File: config.mk
export PLATFORM = sky130hd
export DESIGN_NAME = cipher_top
export DESIGN_NICKNAME = d
export VERILOG_FILES = /design/src/cipher_pkg.sv /design/src/reg_bus_if.sv /design/src/ahb_reg_bridge.sv /design/src/cipher_regs.sv /design/src/cipher_fsm.sv /design/src/round_counter.sv /design/src/xtea_datapath.sv /design/src/cipher_top.sv
export SDC_FILE = /design/constraint.sdc
export NUM_CORES = 2
export LEC_CHECK = 0
export ABC_AREA = 1
export BUFFER_PORTS_ARGS = -buffer_cell sky130_fd_sc_hd__buf_4
export CAP_MARGIN = 20
export CORE_MARGIN = 8
export CORE_UTILIZATION = 28
export CTS_CLUSTER_SIZE = 40
export DETAILED_ROUTE_END_ITERATION = 6
export PLACE_DENSITY = 0.45
export SLEW_MARGIN = 0
export SYNTH_ARGS = -nofsm -noshare
export SYNTH_HDL_FRONTEND = slang
export SYNTH_SLANG_ARGS = --single-unit
File: constraint.sdc
create_clock -name clk -period 8.8 [get_ports clk]
set_input_delay 2.64 -clock clk [delete_from_list [all_inputs] [get_ports clk]]
set_output_delay 2.64 -clock clk [all_outputs]
set_load 0.05 [all_outputs]
File: src/cipher_pkg.sv
package cipher_pkg;

    // ------------------------------------------------------------------
    // Bus and cipher widths
    // ------------------------------------------------------------------
    localparam int ADDR_W  = 32;
    localparam int DATA_W  = 32;
    localparam int BLOCK_W = 64;
    localparam int KEY_W   = 128;

    // XTEA iteration count, one cycle is two Feistel half-rounds
    localparam int NUM_CYCLES = 32;
    localparam int CNT_W      = 5;

    // Key schedule constant and its 32-fold multiple for decryption
    localparam logic [DATA_W-1:0] XTEA_DELTA   = 32'h9E37_79B9;
    localparam logic [DATA_W-1:0] DEC_SUM_INIT = 32'hC6EF_3720;

    // ------------------------------------------------------------------
    // Register map, byte addresses
    // ------------------------------------------------------------------
    localparam logic [ADDR_W-1:0] REG_CTRL   = 32'h00;
    localparam logic [ADDR_W-1:0] REG_STATUS = 32'h04;
    localparam logic [ADDR_W-1:0] REG_KEY0   = 32'h08;
    localparam logic [ADDR_W-1:0] REG_KEY1   = 32'h0C;
    localparam logic [ADDR_W-1:0] REG_KEY2   = 32'h10;
    localparam logic [ADDR_W-1:0] REG_KEY3   = 32'h14;
    localparam logic [ADDR_W-1:0] REG_DIN0   = 32'h18;
    localparam logic [ADDR_W-1:0] REG_DIN1   = 32'h1C;
    localparam logic [ADDR_W-1:0] REG_DOUT0  = 32'h20;
    localparam logic [ADDR_W-1:0] REG_DOUT1  = 32'h24;
    localparam logic [ADDR_W-1:0] REG_LAST   = 32'h24;

    // AHB word transfer size
    localparam logic [2:0] HSIZE_WORD = 3'b010;

    typedef enum logic [1:0] {
        HTRANS_IDLE   = 2'b00,
        HTRANS_BUSY   = 2'b01,
        HTRANS_NONSEQ = 2'b10,
        HTRANS_SEQ    = 2'b11
    } htrans_e;

    typedef enum logic {
        MODE_ENC = 1'b0,
        MODE_DEC = 1'b1
    } cipher_mode_e;

    typedef enum logic [1:0] {
        ST_IDLE = 2'b00,
        ST_RUN  = 2'b01,
        ST_DONE = 2'b10
    } fsm_state_e;

endpackage

File: src/reg_bus_if.sv
`timescale 1ns/1ns

// Chip-select register bus, bridge side is the master
interface reg_bus_if import cipher_pkg::*; ();

    logic              cs;
    logic              we;
    logic [ADDR_W-1:0] addr;
    logic [DATA_W-1:0] wdata;
    // Combinational read data, valid while cs high and we low
    logic [DATA_W-1:0] rdata;

    modport bridge (
        output cs, we, addr, wdata,
        input  rdata
    );

    modport regs (
        input  cs, we, addr, wdata,
        output rdata
    );

endinterface

File: src/ahb_reg_bridge.sv
`timescale 1ns/1ns

module ahb_reg_bridge import cipher_pkg::*; (
    input  logic              clk,
    input  logic              reset_n,
    // AHB-lite slave
    input  logic [ADDR_W-1:0] haddr_i,
    input  logic [DATA_W-1:0] hwdata_i,
    input  logic              hsel_i,
    input  logic              hwrite_i,
    input  logic              hready_i,
    input  logic [1:0]        htrans_i,
    input  logic [2:0]        hsize_i,
    output logic [DATA_W-1:0] hrdata_o,
    output logic              hreadyout_o,
    output logic              hresp_o,
    // Register bus master
    reg_bus_if.bridge         bus
);

    logic              accept;
    logic              addr_ok;
    // Data phase state
    logic              act_q;
    logic              write_q;
    logic              err1_q;
    logic              err2_q;
    logic [ADDR_W-1:0] addr_q;

    // ------------------------------------------------------------------
    // Address phase
    // ------------------------------------------------------------------
    // Only NONSEQ and SEQ carry a transfer, bursts treated as singles
    assign accept = hsel_i && hready_i &&
                    (htrans_i == HTRANS_NONSEQ || htrans_i == HTRANS_SEQ);

    // In range, word aligned, word sized
    assign addr_ok = (haddr_i <= REG_LAST) && (haddr_i[1:0] == 2'b00) &&
                     (hsize_i == HSIZE_WORD);

    always_ff @(posedge clk or negedge reset_n) begin
        if (!reset_n) begin
            act_q   <= 1'b0;
            write_q <= 1'b0;
            err1_q  <= 1'b0;
            err2_q  <= 1'b0;
        end else if (err1_q) begin
            // First error cycle holds hready low, no new address phase
            err1_q <= 1'b0;
            err2_q <= 1'b1;
        end else if (hready_i) begin
            act_q  <= accept && addr_ok;
            err1_q <= accept && !addr_ok;
            err2_q <= 1'b0;
            if (accept) begin
                write_q <= hwrite_i;
            end
        end
    end

    // Latched address
    always_ff @(posedge clk) begin
        if (accept && !err1_q) begin
            addr_q <= haddr_i;
        end
    end

    // ------------------------------------------------------------------
    // Data phase
    // ------------------------------------------------------------------
    // One strobe per transfer, stalled data phase waits for hready
    assign bus.cs    = act_q && hready_i;
    assign bus.we    = write_q;
    assign bus.addr  = addr_q;
    assign bus.wdata = hwdata_i;

    assign hrdata_o    = (act_q && !write_q) ? bus.rdata : '0;
    // Two-cycle ERROR, low then high ready with hresp held
    assign hreadyout_o = !err1_q;
    assign hresp_o     = err1_q || err2_q;

endmodule

File: src/cipher_regs.sv
`timescale 1ns/1ns

module cipher_regs import cipher_pkg::*; (
    input  logic               clk,
    input  logic               reset_n,
    input  logic               done_i,
    input  logic               busy_i,
    input  logic [BLOCK_W-1:0] block_out_i,
    reg_bus_if.regs            bus,
    output logic               start_o,
    output cipher_mode_e       mode_o,
    output logic [KEY_W-1:0]   key_o,
    output logic [BLOCK_W-1:0] block_in_o
);

    logic              wr;
    logic              ctrl_wr;
    logic [DATA_W-1:0] key_q [4];
    logic [DATA_W-1:0] din_q [2];
    cipher_mode_e      mode_q;
    logic              start_q;

    assign wr      = bus.cs && bus.we;
    assign ctrl_wr = wr && (bus.addr == REG_CTRL);

    // Key and input words
    always_ff @(posedge clk) begin
        if (wr) begin
            case (bus.addr)
                REG_KEY0: key_q[0] <= bus.wdata;
                REG_KEY1: key_q[1] <= bus.wdata;
                REG_KEY2: key_q[2] <= bus.wdata;
                REG_KEY3: key_q[3] <= bus.wdata;
                REG_DIN0: din_q[0] <= bus.wdata;
                REG_DIN1: din_q[1] <= bus.wdata;
                default: ;
            endcase
        end
    end

    // Control, bit 0 start pulse, bit 1 mode
    always_ff @(posedge clk or negedge reset_n) begin
        if (!reset_n) begin
            start_q <= 1'b0;
            mode_q  <= MODE_ENC;
        end else begin
            start_q <= ctrl_wr && bus.wdata[0];
            if (ctrl_wr) begin
                mode_q <= cipher_mode_e'(bus.wdata[1]);
            end
        end
    end

    assign start_o    = start_q;
    assign mode_o     = mode_q;
    // Word 0 in the low lane, DIN0 is the first half
    assign key_o      = {key_q[3], key_q[2], key_q[1], key_q[0]};
    assign block_in_o = {din_q[0], din_q[1]};

    // Read mux
    always_comb begin
        bus.rdata = '0;
        if (bus.cs && !bus.we) begin
            case (bus.addr)
                REG_CTRL:   bus.rdata = {{(DATA_W-2){1'b0}}, mode_q, 1'b0};
                // Status, bit 0 done, bit 1 busy
                REG_STATUS: bus.rdata = {{(DATA_W-2){1'b0}}, busy_i, done_i};
                REG_KEY0:   bus.rdata = key_q[0];
                REG_KEY1:   bus.rdata = key_q[1];
                REG_KEY2:   bus.rdata = key_q[2];
                REG_KEY3:   bus.rdata = key_q[3];
                REG_DIN0:   bus.rdata = din_q[0];
                REG_DIN1:   bus.rdata = din_q[1];
                REG_DOUT0:  bus.rdata = block_out_i[BLOCK_W-1:DATA_W];
                REG_DOUT1:  bus.rdata = block_out_i[DATA_W-1:0];
                default:    bus.rdata = '0;
            endcase
        end
    end

endmodule

File: src/cipher_fsm.sv
`timescale 1ns/1ns

module cipher_fsm import cipher_pkg::*; (
    input  logic clk,
    input  logic reset_n,
    input  logic start_i,
    input  logic last_i,
    output logic load_o,
    output logic step_o,
    output logic busy_o,
    output logic done_o
);

    fsm_state_e state_q;
    fsm_state_e state_d;

    always_comb begin
        state_d = state_q;
        case (state_q)
            // Start from idle or done, start while running is dropped
            ST_IDLE, ST_DONE: if (start_i) state_d = ST_RUN;
            ST_RUN:           if (last_i)  state_d = ST_DONE;
            default:          state_d = ST_IDLE;
        endcase
    end

    always_ff @(posedge clk or negedge reset_n) begin
        if (!reset_n) begin
            state_q <= ST_IDLE;
        end else begin
            state_q <= state_d;
        end
    end

    // Load also clears the round counter
    assign load_o = start_i && (state_q != ST_RUN);
    assign step_o = (state_q == ST_RUN);
    assign busy_o = (state_q == ST_RUN);
    assign done_o = (state_q == ST_DONE);

endmodule

File: src/round_counter.sv
`timescale 1ns/1ns

module round_counter import cipher_pkg::*; (
    input  logic clk,
    input  logic reset_n,
    input  logic clear_i,
    input  logic step_i,
    output logic last_o
);

    logic [CNT_W-1:0] cnt_q;

    always_ff @(posedge clk or negedge reset_n) begin
        if (!reset_n) begin
            cnt_q <= '0;
        end else if (clear_i) begin
            cnt_q <= '0;
        end else if (step_i) begin
            cnt_q <= cnt_q + 1'b1;
        end
    end

    // High during the step of the final cycle
    assign last_o = step_i && (cnt_q == CNT_W'(NUM_CYCLES - 1));

endmodule

File: src/xtea_datapath.sv
`timescale 1ns/1ns

module xtea_datapath import cipher_pkg::*; (
    input  logic               clk,
    input  logic               reset_n,
    input  logic               load_i,
    input  logic               step_i,
    input  cipher_mode_e       mode_i,
    input  logic [KEY_W-1:0]   key_i,
    input  logic [BLOCK_W-1:0] block_i,
    output logic [BLOCK_W-1:0] block_o
);

    logic [DATA_W-1:0] v0_q, v1_q, sum_q;
    cipher_mode_e      mode_q;
    logic [KEY_W-1:0]  key_q;
    // Next values, forward and inverse
    logic [DATA_W-1:0] sum_e, v0_e, v1_e;
    logic [DATA_W-1:0] sum_d, v0_d, v1_d;

    // Feistel mixing term
    function automatic logic [DATA_W-1:0] mix(input logic [DATA_W-1:0] v);
        return ((v << 4) ^ (v >> 5)) + v;
    endfunction

    function automatic logic [DATA_W-1:0] key_word(input logic [KEY_W-1:0] key,
                                                   input logic [1:0] idx);
        return key[idx*DATA_W +: DATA_W];
    endfunction

    // ------------------------------------------------------------------
    // One full XTEA cycle
    // ------------------------------------------------------------------
    always_comb begin
        // Encrypt, v0 half then v1 half with advanced sum
        sum_e = sum_q + XTEA_DELTA;
        v0_e  = v0_q + (mix(v1_q) ^ (sum_q + key_word(key_q, sum_q[1:0])));
        v1_e  = v1_q + (mix(v0_e) ^ (sum_e + key_word(key_q, sum_e[12:11])));
        // Decrypt, reverse order
        sum_d = sum_q - XTEA_DELTA;
        v1_d  = v1_q - (mix(v0_q) ^ (sum_q + key_word(key_q, sum_q[12:11])));
        v0_d  = v0_q - (mix(v1_d) ^ (sum_d + key_word(key_q, sum_d[1:0])));
    end

    always_ff @(posedge clk or negedge reset_n) begin
        if (!reset_n) begin
            v0_q   <= '0;
            v1_q   <= '0;
            sum_q  <= '0;
            mode_q <= MODE_ENC;
        end else if (load_i) begin
            v0_q   <= block_i[BLOCK_W-1:DATA_W];
            v1_q   <= block_i[DATA_W-1:0];
            sum_q  <= (mode_i == MODE_DEC) ? DEC_SUM_INIT : '0;
            mode_q <= mode_i;
        end else if (step_i) begin
            if (mode_q == MODE_ENC) begin
                v0_q  <= v0_e;
                v1_q  <= v1_e;
                sum_q <= sum_e;
            end else begin
                v0_q  <= v0_d;
                v1_q  <= v1_d;
                sum_q <= sum_d;
            end
        end
    end

    // Key snapshot at load, register writes mid-run have no effect
    always_ff @(posedge clk) begin
        if (load_i) begin
            key_q <= key_i;
        end
    end

    assign block_o = {v0_q, v1_q};

endmodule

File: src/cipher_top.sv
`timescale 1ns/1ns

module cipher_top import cipher_pkg::*; (
    input  logic              clk,
    input  logic              reset_n,
    input  logic [ADDR_W-1:0] haddr_i,
    input  logic [DATA_W-1:0] hwdata_i,
    input  logic              hsel_i,
    input  logic              hwrite_i,
    input  logic              hready_i,
    input  logic [1:0]        htrans_i,
    input  logic [2:0]        hsize_i,
    output logic [DATA_W-1:0] hrdata_o,
    output logic              hreadyout_o,
    output logic              hresp_o
);

    // ------------------------------------------------------------------
    // Internal wiring
    // ------------------------------------------------------------------
    logic               start, done, busy;
    logic               load, step, last;
    cipher_mode_e       mode;
    logic [KEY_W-1:0]   key;
    logic [BLOCK_W-1:0] block_in, block_out;

    reg_bus_if rbus ();

    ahb_reg_bridge u_bridge (
        .clk(clk), .reset_n(reset_n),
        .haddr_i(haddr_i), .hwdata_i(hwdata_i), .hsel_i(hsel_i),
        .hwrite_i(hwrite_i), .hready_i(hready_i), .htrans_i(htrans_i),
        .hsize_i(hsize_i), .hrdata_o(hrdata_o), .hreadyout_o(hreadyout_o),
        .hresp_o(hresp_o), .bus(rbus.bridge)
    );

    cipher_regs u_regs (
        .clk(clk), .reset_n(reset_n), .done_i(done), .busy_i(busy),
        .block_out_i(block_out), .bus(rbus.regs), .start_o(start),
        .mode_o(mode), .key_o(key), .block_in_o(block_in)
    );

    cipher_fsm u_fsm (
        .clk(clk), .reset_n(reset_n), .start_i(start), .last_i(last),
        .load_o(load), .step_o(step), .busy_o(busy), .done_o(done)
    );

    // Load doubles as the counter clear
    round_counter u_cnt (
        .clk(clk), .reset_n(reset_n), .clear_i(load), .step_i(step), .last_o(last)
    );

    xtea_datapath u_dp (
        .clk(clk), .reset_n(reset_n), .load_i(load), .step_i(step),
        .mode_i(mode), .key_i(key), .block_i(block_in), .block_o(block_out)
    );

endmodule

== Word level (Yosys, flattened, before mapping) ==
Memories as Yosys holds them, arrays and structs flattened.
Index checks and enable logic that the tools add are counted.

* Bits in writable memories: 192
* Bits in registers: 270
* Word-level logic and storage cells: 148
* Output and inout bits: 34
* Memories kept: 2

* Bitwise logic cells: 9
* Shift operators: 4
* Eq/ne operators: 18
* Order comparisons: 1
* $add $sub $neg: 15
* Reduce and logical (&&, ||, !) cells: 33
* Multiplexer cells: 52

{| class="wikitable"
|+ Memory list
! name !! depth !! bits a word !! read ports !! clocked after Yosys merged registers in !! write ports !! line !! text
|-
| u_regs.key_q || 4 || 32 || 4 || 0 || 1 || cipher_regs.sv:18 || <nowiki>logic [DATA_W-1:0] key_q [4];</nowiki>
|-
| u_regs.din_q || 2 || 32 || 2 || 0 || 1 || cipher_regs.sv:19 || <nowiki>logic [DATA_W-1:0] din_q [2];</nowiki>
|}

{| class="wikitable"
|+ Operator list
! operator !! number
|-
| 32-bit 2-to-1 mux || 16
|-
| 128-bit by 8-bit indexed part select with 32-bit output || 4
|-
| 32-bit adder || 10
|-
| 32-bit one-hot mux with 10 select lines || 1
|-
| 32-bit by 5-bit equality test with 1-bit output (second input constant) || 4
|-
| 32-bit OR reduction || 4
|-
| 32-bit by 27-bit bitwise XOR with 32-bit output || 4
|-
| 32-bit bitwise XOR || 4
|-
| 32-bit by 4-bit equality test with 1-bit output (second input constant) || 2
|-
| 32-bit by 6-bit equality test with 1-bit output (second input constant) || 2
|-
| 32-bit subtractor || 2
|-
| 32-bit adder (second input constant) || 1
|-
| 32-bit by 3-bit equality test with 1-bit output (second input constant) || 1
|-
| 32-bit by 6-bit <= comparator with 1-bit output (second input constant) || 1
|-
| 32-bit logical NOT || 1
|-
| 32-bit subtractor (second input constant) || 1
|-
| 1-bit 2-to-1 mux || 27
|-
| 1-bit logical AND || 15
|-
| 2-bit 2-to-1 mux || 5
|-
| 5-bit 2-to-1 mux || 2
|-
| 2-bit equality test (second input constant) || 3
|-
| 5-bit by 1-bit adder with 5-bit output (second input constant) || 1
|-
| 5-bit equality test (second input constant) || 1
|-
| 2-bit logical NOT || 2
|-
| 12 further kinds || 18
|}

== Logic depth before layout (Yosys ltp) ==
* Depth in word-level cells: 11
* Gate-level depth with buffers: 58
* Mapped depth without buffers: 57

== Modules after synthesis ==
A second synthesis with hierarchy kept.

* Cells, all modules: 6236
* Area total of the unflattened synthesis: 45351.0 um^2

{| class="wikitable"
|+ Modules (own cells, without submodules)
! module !! sequential area each (um^2) !! cells each !! instances !! area each (um^2)
|-
| xtea_datapath || 6271.0 || 5135 || 1 || 34545.6
|-
| cipher_regs || 5815.6 || 873 || 1 || 8679.6
|-
| ahb_reg_bridge || 1061.0 || 179 || 1 || 1746.7
|-
| round_counter || 125.1 || 33 || 1 || 266.5
|-
| cipher_fsm || 50.0 || 16 || 1 || 112.6
|}

== Worst setup path before layout ==
No wires, ideal clock.

* Path type: register to register
* Start: register u_dp.sum_q[0]
* End: register u_dp.v1_q[28]
* Path buffers: 3
* Clock period less this slack: 8.188 ns
* Required time: 8.676 ns
* Data arrival time: 8.065 ns
* Setup time: 0.124 ns
* Slack: 0.612 ns
* Stages on the path, launching flop included: 52
* Path through: dfrtp_1 -> buf_6 -> inv_2 -> clkbuf_1 -> clkbuf_1 -> o21ai_0 -> o22ai_1 -> ha_1 -> inv_1 -> fa_1 -> inv_1 -> nand3_1 -> nand2_1 -> a21oi_1 -> o21ai_0 -> a21oi_1 -> o21ai_0 -> a21oi_1 -> [... 16 more ...] -> nor2_1 -> o21ai_0 -> xor2_1 -> xor2_1 -> ha_1 -> a21oi_1 -> o21a_1 -> o22ai_1 -> a211oi_1 -> nand3_1 -> nand3_1 -> nand2_1 -> nand2_1 -> nand2_1 -> a21oi_1 -> o21ai_0 -> nand2_1 -> o21bai_1

* Cells in the longest elaborated chain, start to end: 11

{| class="wikitable"
|+ Ends and longest elaborated chain
! item !! line !! text
|-
| from (decl) || xtea_datapath.sv:14 || <nowiki>logic [DATA_W-1:0] v0_q, v1_q, sum_q;</nowiki>
|-
| from (signal assigned) || xtea_datapath.sv:54 || <nowiki>sum_q <= (mode_i == MODE_DEC) ? DEC_SUM_INIT : '0;</nowiki>
|-
| from (signal assigned) || xtea_datapath.sv:60 || <nowiki>sum_q <= sum_e;</nowiki>
|-
| from (signal assigned) || xtea_datapath.sv:64 || <nowiki>sum_q <= sum_d;</nowiki>
|-
| 128-bit by 8-bit indexed part select with 32-bit output || xtea_datapath.sv:28 || <nowiki>return key[idx*DATA_W +: DATA_W];</nowiki>
|-
| 32-bit adder || xtea_datapath.sv:37 || <nowiki>v0_e = v0_q + (mix(v1_q) ^ (sum_q + key_word(key_q, sum_q[1:0])));</nowiki>
|-
| 32-bit bitwise XOR || xtea_datapath.sv:37 ||
|-
| 32-bit adder || xtea_datapath.sv:37 ||
|-
| 32-bit by 27-bit bitwise XOR with 32-bit output || xtea_datapath.sv:23 || <nowiki>return ((v << 4) ^ (v >> 5)) + v;</nowiki>
|-
| 32-bit adder || xtea_datapath.sv:23 ||
|-
| 32-bit bitwise XOR || xtea_datapath.sv:38 || <nowiki>v1_e = v1_q + (mix(v0_e) ^ (sum_e + key_word(key_q, sum_e[12:11])));</nowiki>
|-
| 32-bit adder || xtea_datapath.sv:38 ||
|-
| 32-bit 2-to-1 mux * || xtea_datapath.sv:57 || <nowiki>if (mode_q == MODE_ENC) begin</nowiki>
|-
| 32-bit 2-to-1 mux * || xtea_datapath.sv:56 || <nowiki>end else if (step_i) begin</nowiki>
|-
| 32-bit 2-to-1 mux * || xtea_datapath.sv:51 || <nowiki>end else if (load_i) begin</nowiki>
|-
| to (signal assigned) || xtea_datapath.sv:53 || <nowiki>v1_q <= block_i[DATA_W-1:0];</nowiki>
|-
| to (signal assigned) || xtea_datapath.sv:59 || <nowiki>v1_q <= v1_e;</nowiki>
|-
| to (signal assigned) || xtea_datapath.sv:63 || <nowiki>v1_q <= v1_d;</nowiki>
|-
| to (decl) || xtea_datapath.sv:14 ||
|}

Every way passes the cells marked *; elsewhere a longest branch is shown, timed or not. The select of a mux whose other input is x is not followed.
A chain may end at the register's enable or synchronous reset.

== Worst setup path in the final report ==
* Start: register u_dp.sum_q[11]
* End: register u_dp.v0_q[26]

* Cells in the longest elaborated chain, start to end: 11

{| class="wikitable"
|+ Ends and longest elaborated chain
! item !! line !! text
|-
| 128-bit by 8-bit indexed part select with 32-bit output || xtea_datapath.sv:28 ||
|-
| 32-bit adder || xtea_datapath.sv:41 || <nowiki>v1_d = v1_q - (mix(v0_q) ^ (sum_q + key_word(key_q, sum_q[12:11])));</nowiki>
|-
| 32-bit bitwise XOR || xtea_datapath.sv:41 ||
|-
| 32-bit subtractor || xtea_datapath.sv:41 ||
|-
| 32-bit by 27-bit bitwise XOR with 32-bit output || xtea_datapath.sv:23 ||
|-
| 32-bit adder || xtea_datapath.sv:23 ||
|-
| 32-bit bitwise XOR || xtea_datapath.sv:42 || <nowiki>v0_d = v0_q - (mix(v1_d) ^ (sum_d + key_word(key_q, sum_d[1:0])));</nowiki>
|-
| 32-bit subtractor || xtea_datapath.sv:42 ||
|-
| 32-bit 2-to-1 mux * || xtea_datapath.sv:57 ||
|-
| 32-bit 2-to-1 mux * || xtea_datapath.sv:56 ||
|-
| 32-bit 2-to-1 mux * || xtea_datapath.sv:51 ||
|-
| to (signal assigned) || xtea_datapath.sv:52 || <nowiki>v0_q <= block_i[BLOCK_W-1:DATA_W];</nowiki>
|-
| to (signal assigned) || xtea_datapath.sv:58 || <nowiki>v0_q <= v0_e;</nowiki>
|-
| to (signal assigned) || xtea_datapath.sv:62 || <nowiki>v0_q <= v0_d;</nowiki>
|-
| to (decl) || xtea_datapath.sv:14 ||
|}

Marks and branches as above.

==> flow_metrics.env <==
export IMPL_wl_per_cell_um=25.68
export IMPL_worstPathMaxFanout=17
export IMPL_utilization_pct=35.31
export IMPL_core_area_sq_um=156400
export IMPL_drc=0
export IMPL_timing_hold_violations_final=0
export IMPL_start_kind="flop"
export IMPL_synthFlopType="edfxtp_1"
export IMPL_vias_per_cell=5.323
export IMPL_p_seq_share_pct=48.6
export IMPL_dieArea_sq_um=170400
export IMPL_pwr_share_clk_pct=50.1
export IMPL_ios=108
export IMPL_ys_ff_latch=462
export IMPL_yosysTopAreaCellShare_pct=23.97
export IMPL_cts_tree="done"
export IMPL_critPathArrivalTime_ns=9.09
export IMPL_layout_cells_non_filler=8591
export IMPL_switching_share_pct=22.10
export IMPL_use_met2_pct=38.35
export IMPL_vias=45730
export IMPL_grt_max_degree=59
export IMPL_ys_async_sr_fraction_pct=23.81
export IMPL_timing_critical_path_mode_cell="nand2_1"
export IMPL_htree_levels=2
export IMPL_cp_slowest_stage_delay_ns=0.42
export IMPL_cts_made_buffers=51
export IMPL_routed_wl_um=220600
export IMPL_powerDensity_nw_per_um2=87.50
export IMPL_worst_slew_pin_slew_ns=1.289
export IMPL_status="finished clean"
export IMPL_use_met3_pct=5.295
export IMPL_end_kind="flop"
export IMPL_synth_fp_nets=6281
export IMPL_drive_gt1_share_pct=18.36
export IMPL_p_comb_share_pct=1.3
export IMPL_syn_area_sq_um=44100
export IMPL_ant_nets=0
export IMPL_min_path_type="reg2reg"
export IMPL_fp_dieH_um=412.8
export IMPL_critPathKind="reg2reg"
export IMPL_grt_pass1_vias=43860
export IMPL_synth_avg_cell_area_sq_um=7.594
export IMPL_clkSlewWorstSetupHoldPaths_ns=0.07
export IMPL_p_int_mw=3.764
export IMPL_fin_crit_sh_pct=96.84
export IMPL_firstDrtPassIters=6
export IMPL_peakVddDrop_uv=157.7
export IMPL_critical_path_slowest_cell="dfrtp_2"
export IMPL_clock_latency_ns=0.65
export IMPL_busiest_layer="met2"
export IMPL_hold_buffers=0
export IMPL_grt_use_met1_pct=33.86
export IMPL_drt_iter0_markers=5132
export IMPL_setup_viol=0
export IMPL_grt_pass1_wl_um=305600
export IMPL_clock_sinks=462
export IMPL_grt_use_total_pct=24.61
export IMPL_p_leak_nw=25.80
export IMPL_skew_ns=0.02554
export IMPL_slew_headroom_pct=13.17
export IMPL_critical_path_required_ns=9.37
export IMPL_yosys_top_cells_area="edfxtp_1 24%, ha_1 11%, nand2_1 9.2%"
export IMPL_io_buffers=106
export IMPL_nets=6963
export IMPL_clock_path_buffers=3
export IMPL_gp_congestion=1.039
export IMPL_ys_warn_count=0
export IMPL_root_buffer="clkbuf_16"
export IMPL_slew_violations=0
export IMPL_cap_violations=0
export IMPL_antenna_found_initial=17
export IMPL_synth_cells=5807
export IMPL_fp_row_count=145
export IMPL_power_switching_mw=1.068
export IMPL_initial_core_util_pct=28.20
export IMPL_finalCriticalPeriod_ns=8.522
export IMPL_tns_ns=0
export IMPL_dpl_hpwl_um=177800
export IMPL_synth_top_cell_by_area="edfxtp_1"
export IMPL_die_w_um=412.8
export IMPL_fmax_mhz=117.3
export IMPL_yosysSeqAreaShare_pct=30.21
export IMPL_globalRouteOverflowTotal=0
export IMPL_dp_cells=8456
export IMPL_yosysUniqueCellTypes=71
export IMPL_synth_edf_count=352
export IMPL_syn_to_final_growth_pct=25.23
-- repair_timing --
| action | 4_1_cts | 5_1_grt |
|---|---|---|
| setup buffers | 0 | 25 |
| resized for setup | 23 | 216 |
| setup endpoints to repair | 13 | 29 |
| pin swaps | 0 | 51 |
| cloned | 0 | 7 |
-- power groups by stage --
stage | sequential [mW] | clock, mW | combinational [mW]
after CTS | 2.35 | 2.46 | 0.0659
final | 2.35 | 2.42 | 0.0647
after detailed placement | 2.39 | 0 | 0.0657
after floorplan | 2.39 | 0 | 0.00831
after global placement | 2.39 | 0 | 0.0648
after global routing | 2.35 | 2.52 | 0.0710
-- per-stage QoR --
step	total power [mW]	setup WS, ns	hold WS [ns]	area [sq um]
finish	4.832	0.2784	0.4458	55220
global route	4.939	-0.09085	0.4531	55220
CTS	4.872	0.006327	0.4476	53870
detailed placement	2.458	-0.3158	0.4343	51940
global placement	2.457	-0.3340	0.4312	51940
floorplan	2.401	0.6116	0.4267	44100
-- worst max-delay path: cells and delay by family (launching register included) --
family,cells,cell delay (ns)
buffers and inverters,7,0.98
adders and majority gates,4,1.33
and+or+nand+nor,10,1.29
DFF,1,0.42
AOI/OAI and AO/OA,19,3.01
xor gates and xnor gates,6,1.40
-- cell families (layout without fill, tap and decap cells) --
family / count (synthesis) / in the layout / synth area share, %
AOI/OAI and AO/OA: 1656 / 1656 / 21.56
xor gates and xnor gates: 572 / 572 / 11.54
adders and majority gates: 400 / 400 / 11.55
buffers and inverters: 844 / 1568 / 7.304
DFF: 462 / 462 / 30.21
other: 0 / 2 / 0
and+or+nand+nor: 1873 / 1873 / 17.83
-- cells in the mapped netlist, types with 39 or more instances --
cell type / instances
a21oi_1: 718
a31oi_1: 51
clkbuf_1: 119
dfrtp_1: 110
edfxtp_1: 352
ha_1: 388
inv_1: 663
nand2_1: 1076
nand3_1: 207
nand4_1: 39
nor2_1: 376
nor3_1: 59
o211ai_1: 61
o21ai_0: 482
o22ai_1: 41
xnor2_1: 167
xor2_1: 398
-- area by class of cell --
cell class                      count  area [sq um]
Clock buffer                       61          1344
Clock inverter                     34         495.5
Tap cell                         2058          2575
Fill cell                       16610        101200
Antenna cell                        2         5.005
Timing Repair Buffer              791          6236
Sequential cell                   462         13330
Inverter                          682          2574
Multi-Input combinational cell   4501         28660
-- worst paths after layout --
| kind | from | end | slack, ns | depth (start not counted) |
|---|---|---|---|---|
| setup reg to reg | u_dp.sum_q[11]$_DFFE_PN0P_ | u_dp.v0_q[26]$_DFFE_PN0P_ | 0.28 | 46 |
| max in group asynchronous | reset_n | u_dp.sum_q[0]$_DFFE_PN0P_ | 5.85 | 2 |
| hold / removal | u_regs.key_q[1][23]$_DFFE_PP_ | u_dp.key_q[55]$_DFFE_PP_ | 0.45 | 0 |
| hold reg to reg | u_regs.key_q[1][23]$_DFFE_PP_ | u_dp.key_q[55]$_DFFE_PP_ | 0.45 | 0 |
| min in group asynchronous | reset_n | u_dp.v1_q[30]$_DFFE_PN0P_ | 1.97 | 1 |
| setup / recovery | u_dp.sum_q[11]$_DFFE_PN0P_ | u_dp.v0_q[26]$_DFFE_PN0P_ | 0.28 | 46 |
-- state kept, by name, summed over array words and instances (netlist names) --
| signal | count |
|---|---|
| u_bridge.act_q | 1 |
| u_bridge.bus.we | 1 |
| u_regs.key_q | 128 |
| u_dp.sum_q | 32 |
| u_regs.start_o | 1 |
| u_fsm.state_q | 2 |
| u_regs.mode_o | 1 |
| u_dp.mode_q | 1 |
| u_bridge.err2_q | 1 |
| u_bridge.bus.addr | 32 |
| u_regs.din_q | 64 |
| u_dp.v1_q | 32 |
| u_dp.v0_q | 32 |
| u_dp.key_q | 128 |
| u_bridge.err1_q | 1 |
| u_cnt.cnt_q | 5 |
-- placed cells by master (no fill, tap or decap), drive strengths merged, types with 28 or more instances in the layout --
cell    synthesis  layout
o21bai         28      28
nor2          384     384
xor2          401     401
buf            43     780
edfxtp        352     352
a21oi         729     729
nand2        1103    1103
dfrtp         110     110
o21ai         525     525
a31oi          51      51
o211ai         64      64
nor4           30      30
o22ai          41      41
inv           678     679
a211oi         30      30
nor3           63      63
nand3         213     213
a21o           32      32
clkbuf        119      72
xnor2         167     167
ha            388     388
nand4          39      39
-- routing by layer --
metal,wire [um],vias up
li1,-,21370
met5,20,-
met2,94680,2150
met1,95060,21810
met4,9058,2
met3,21760,399
(Power assumes the default switching activity.)
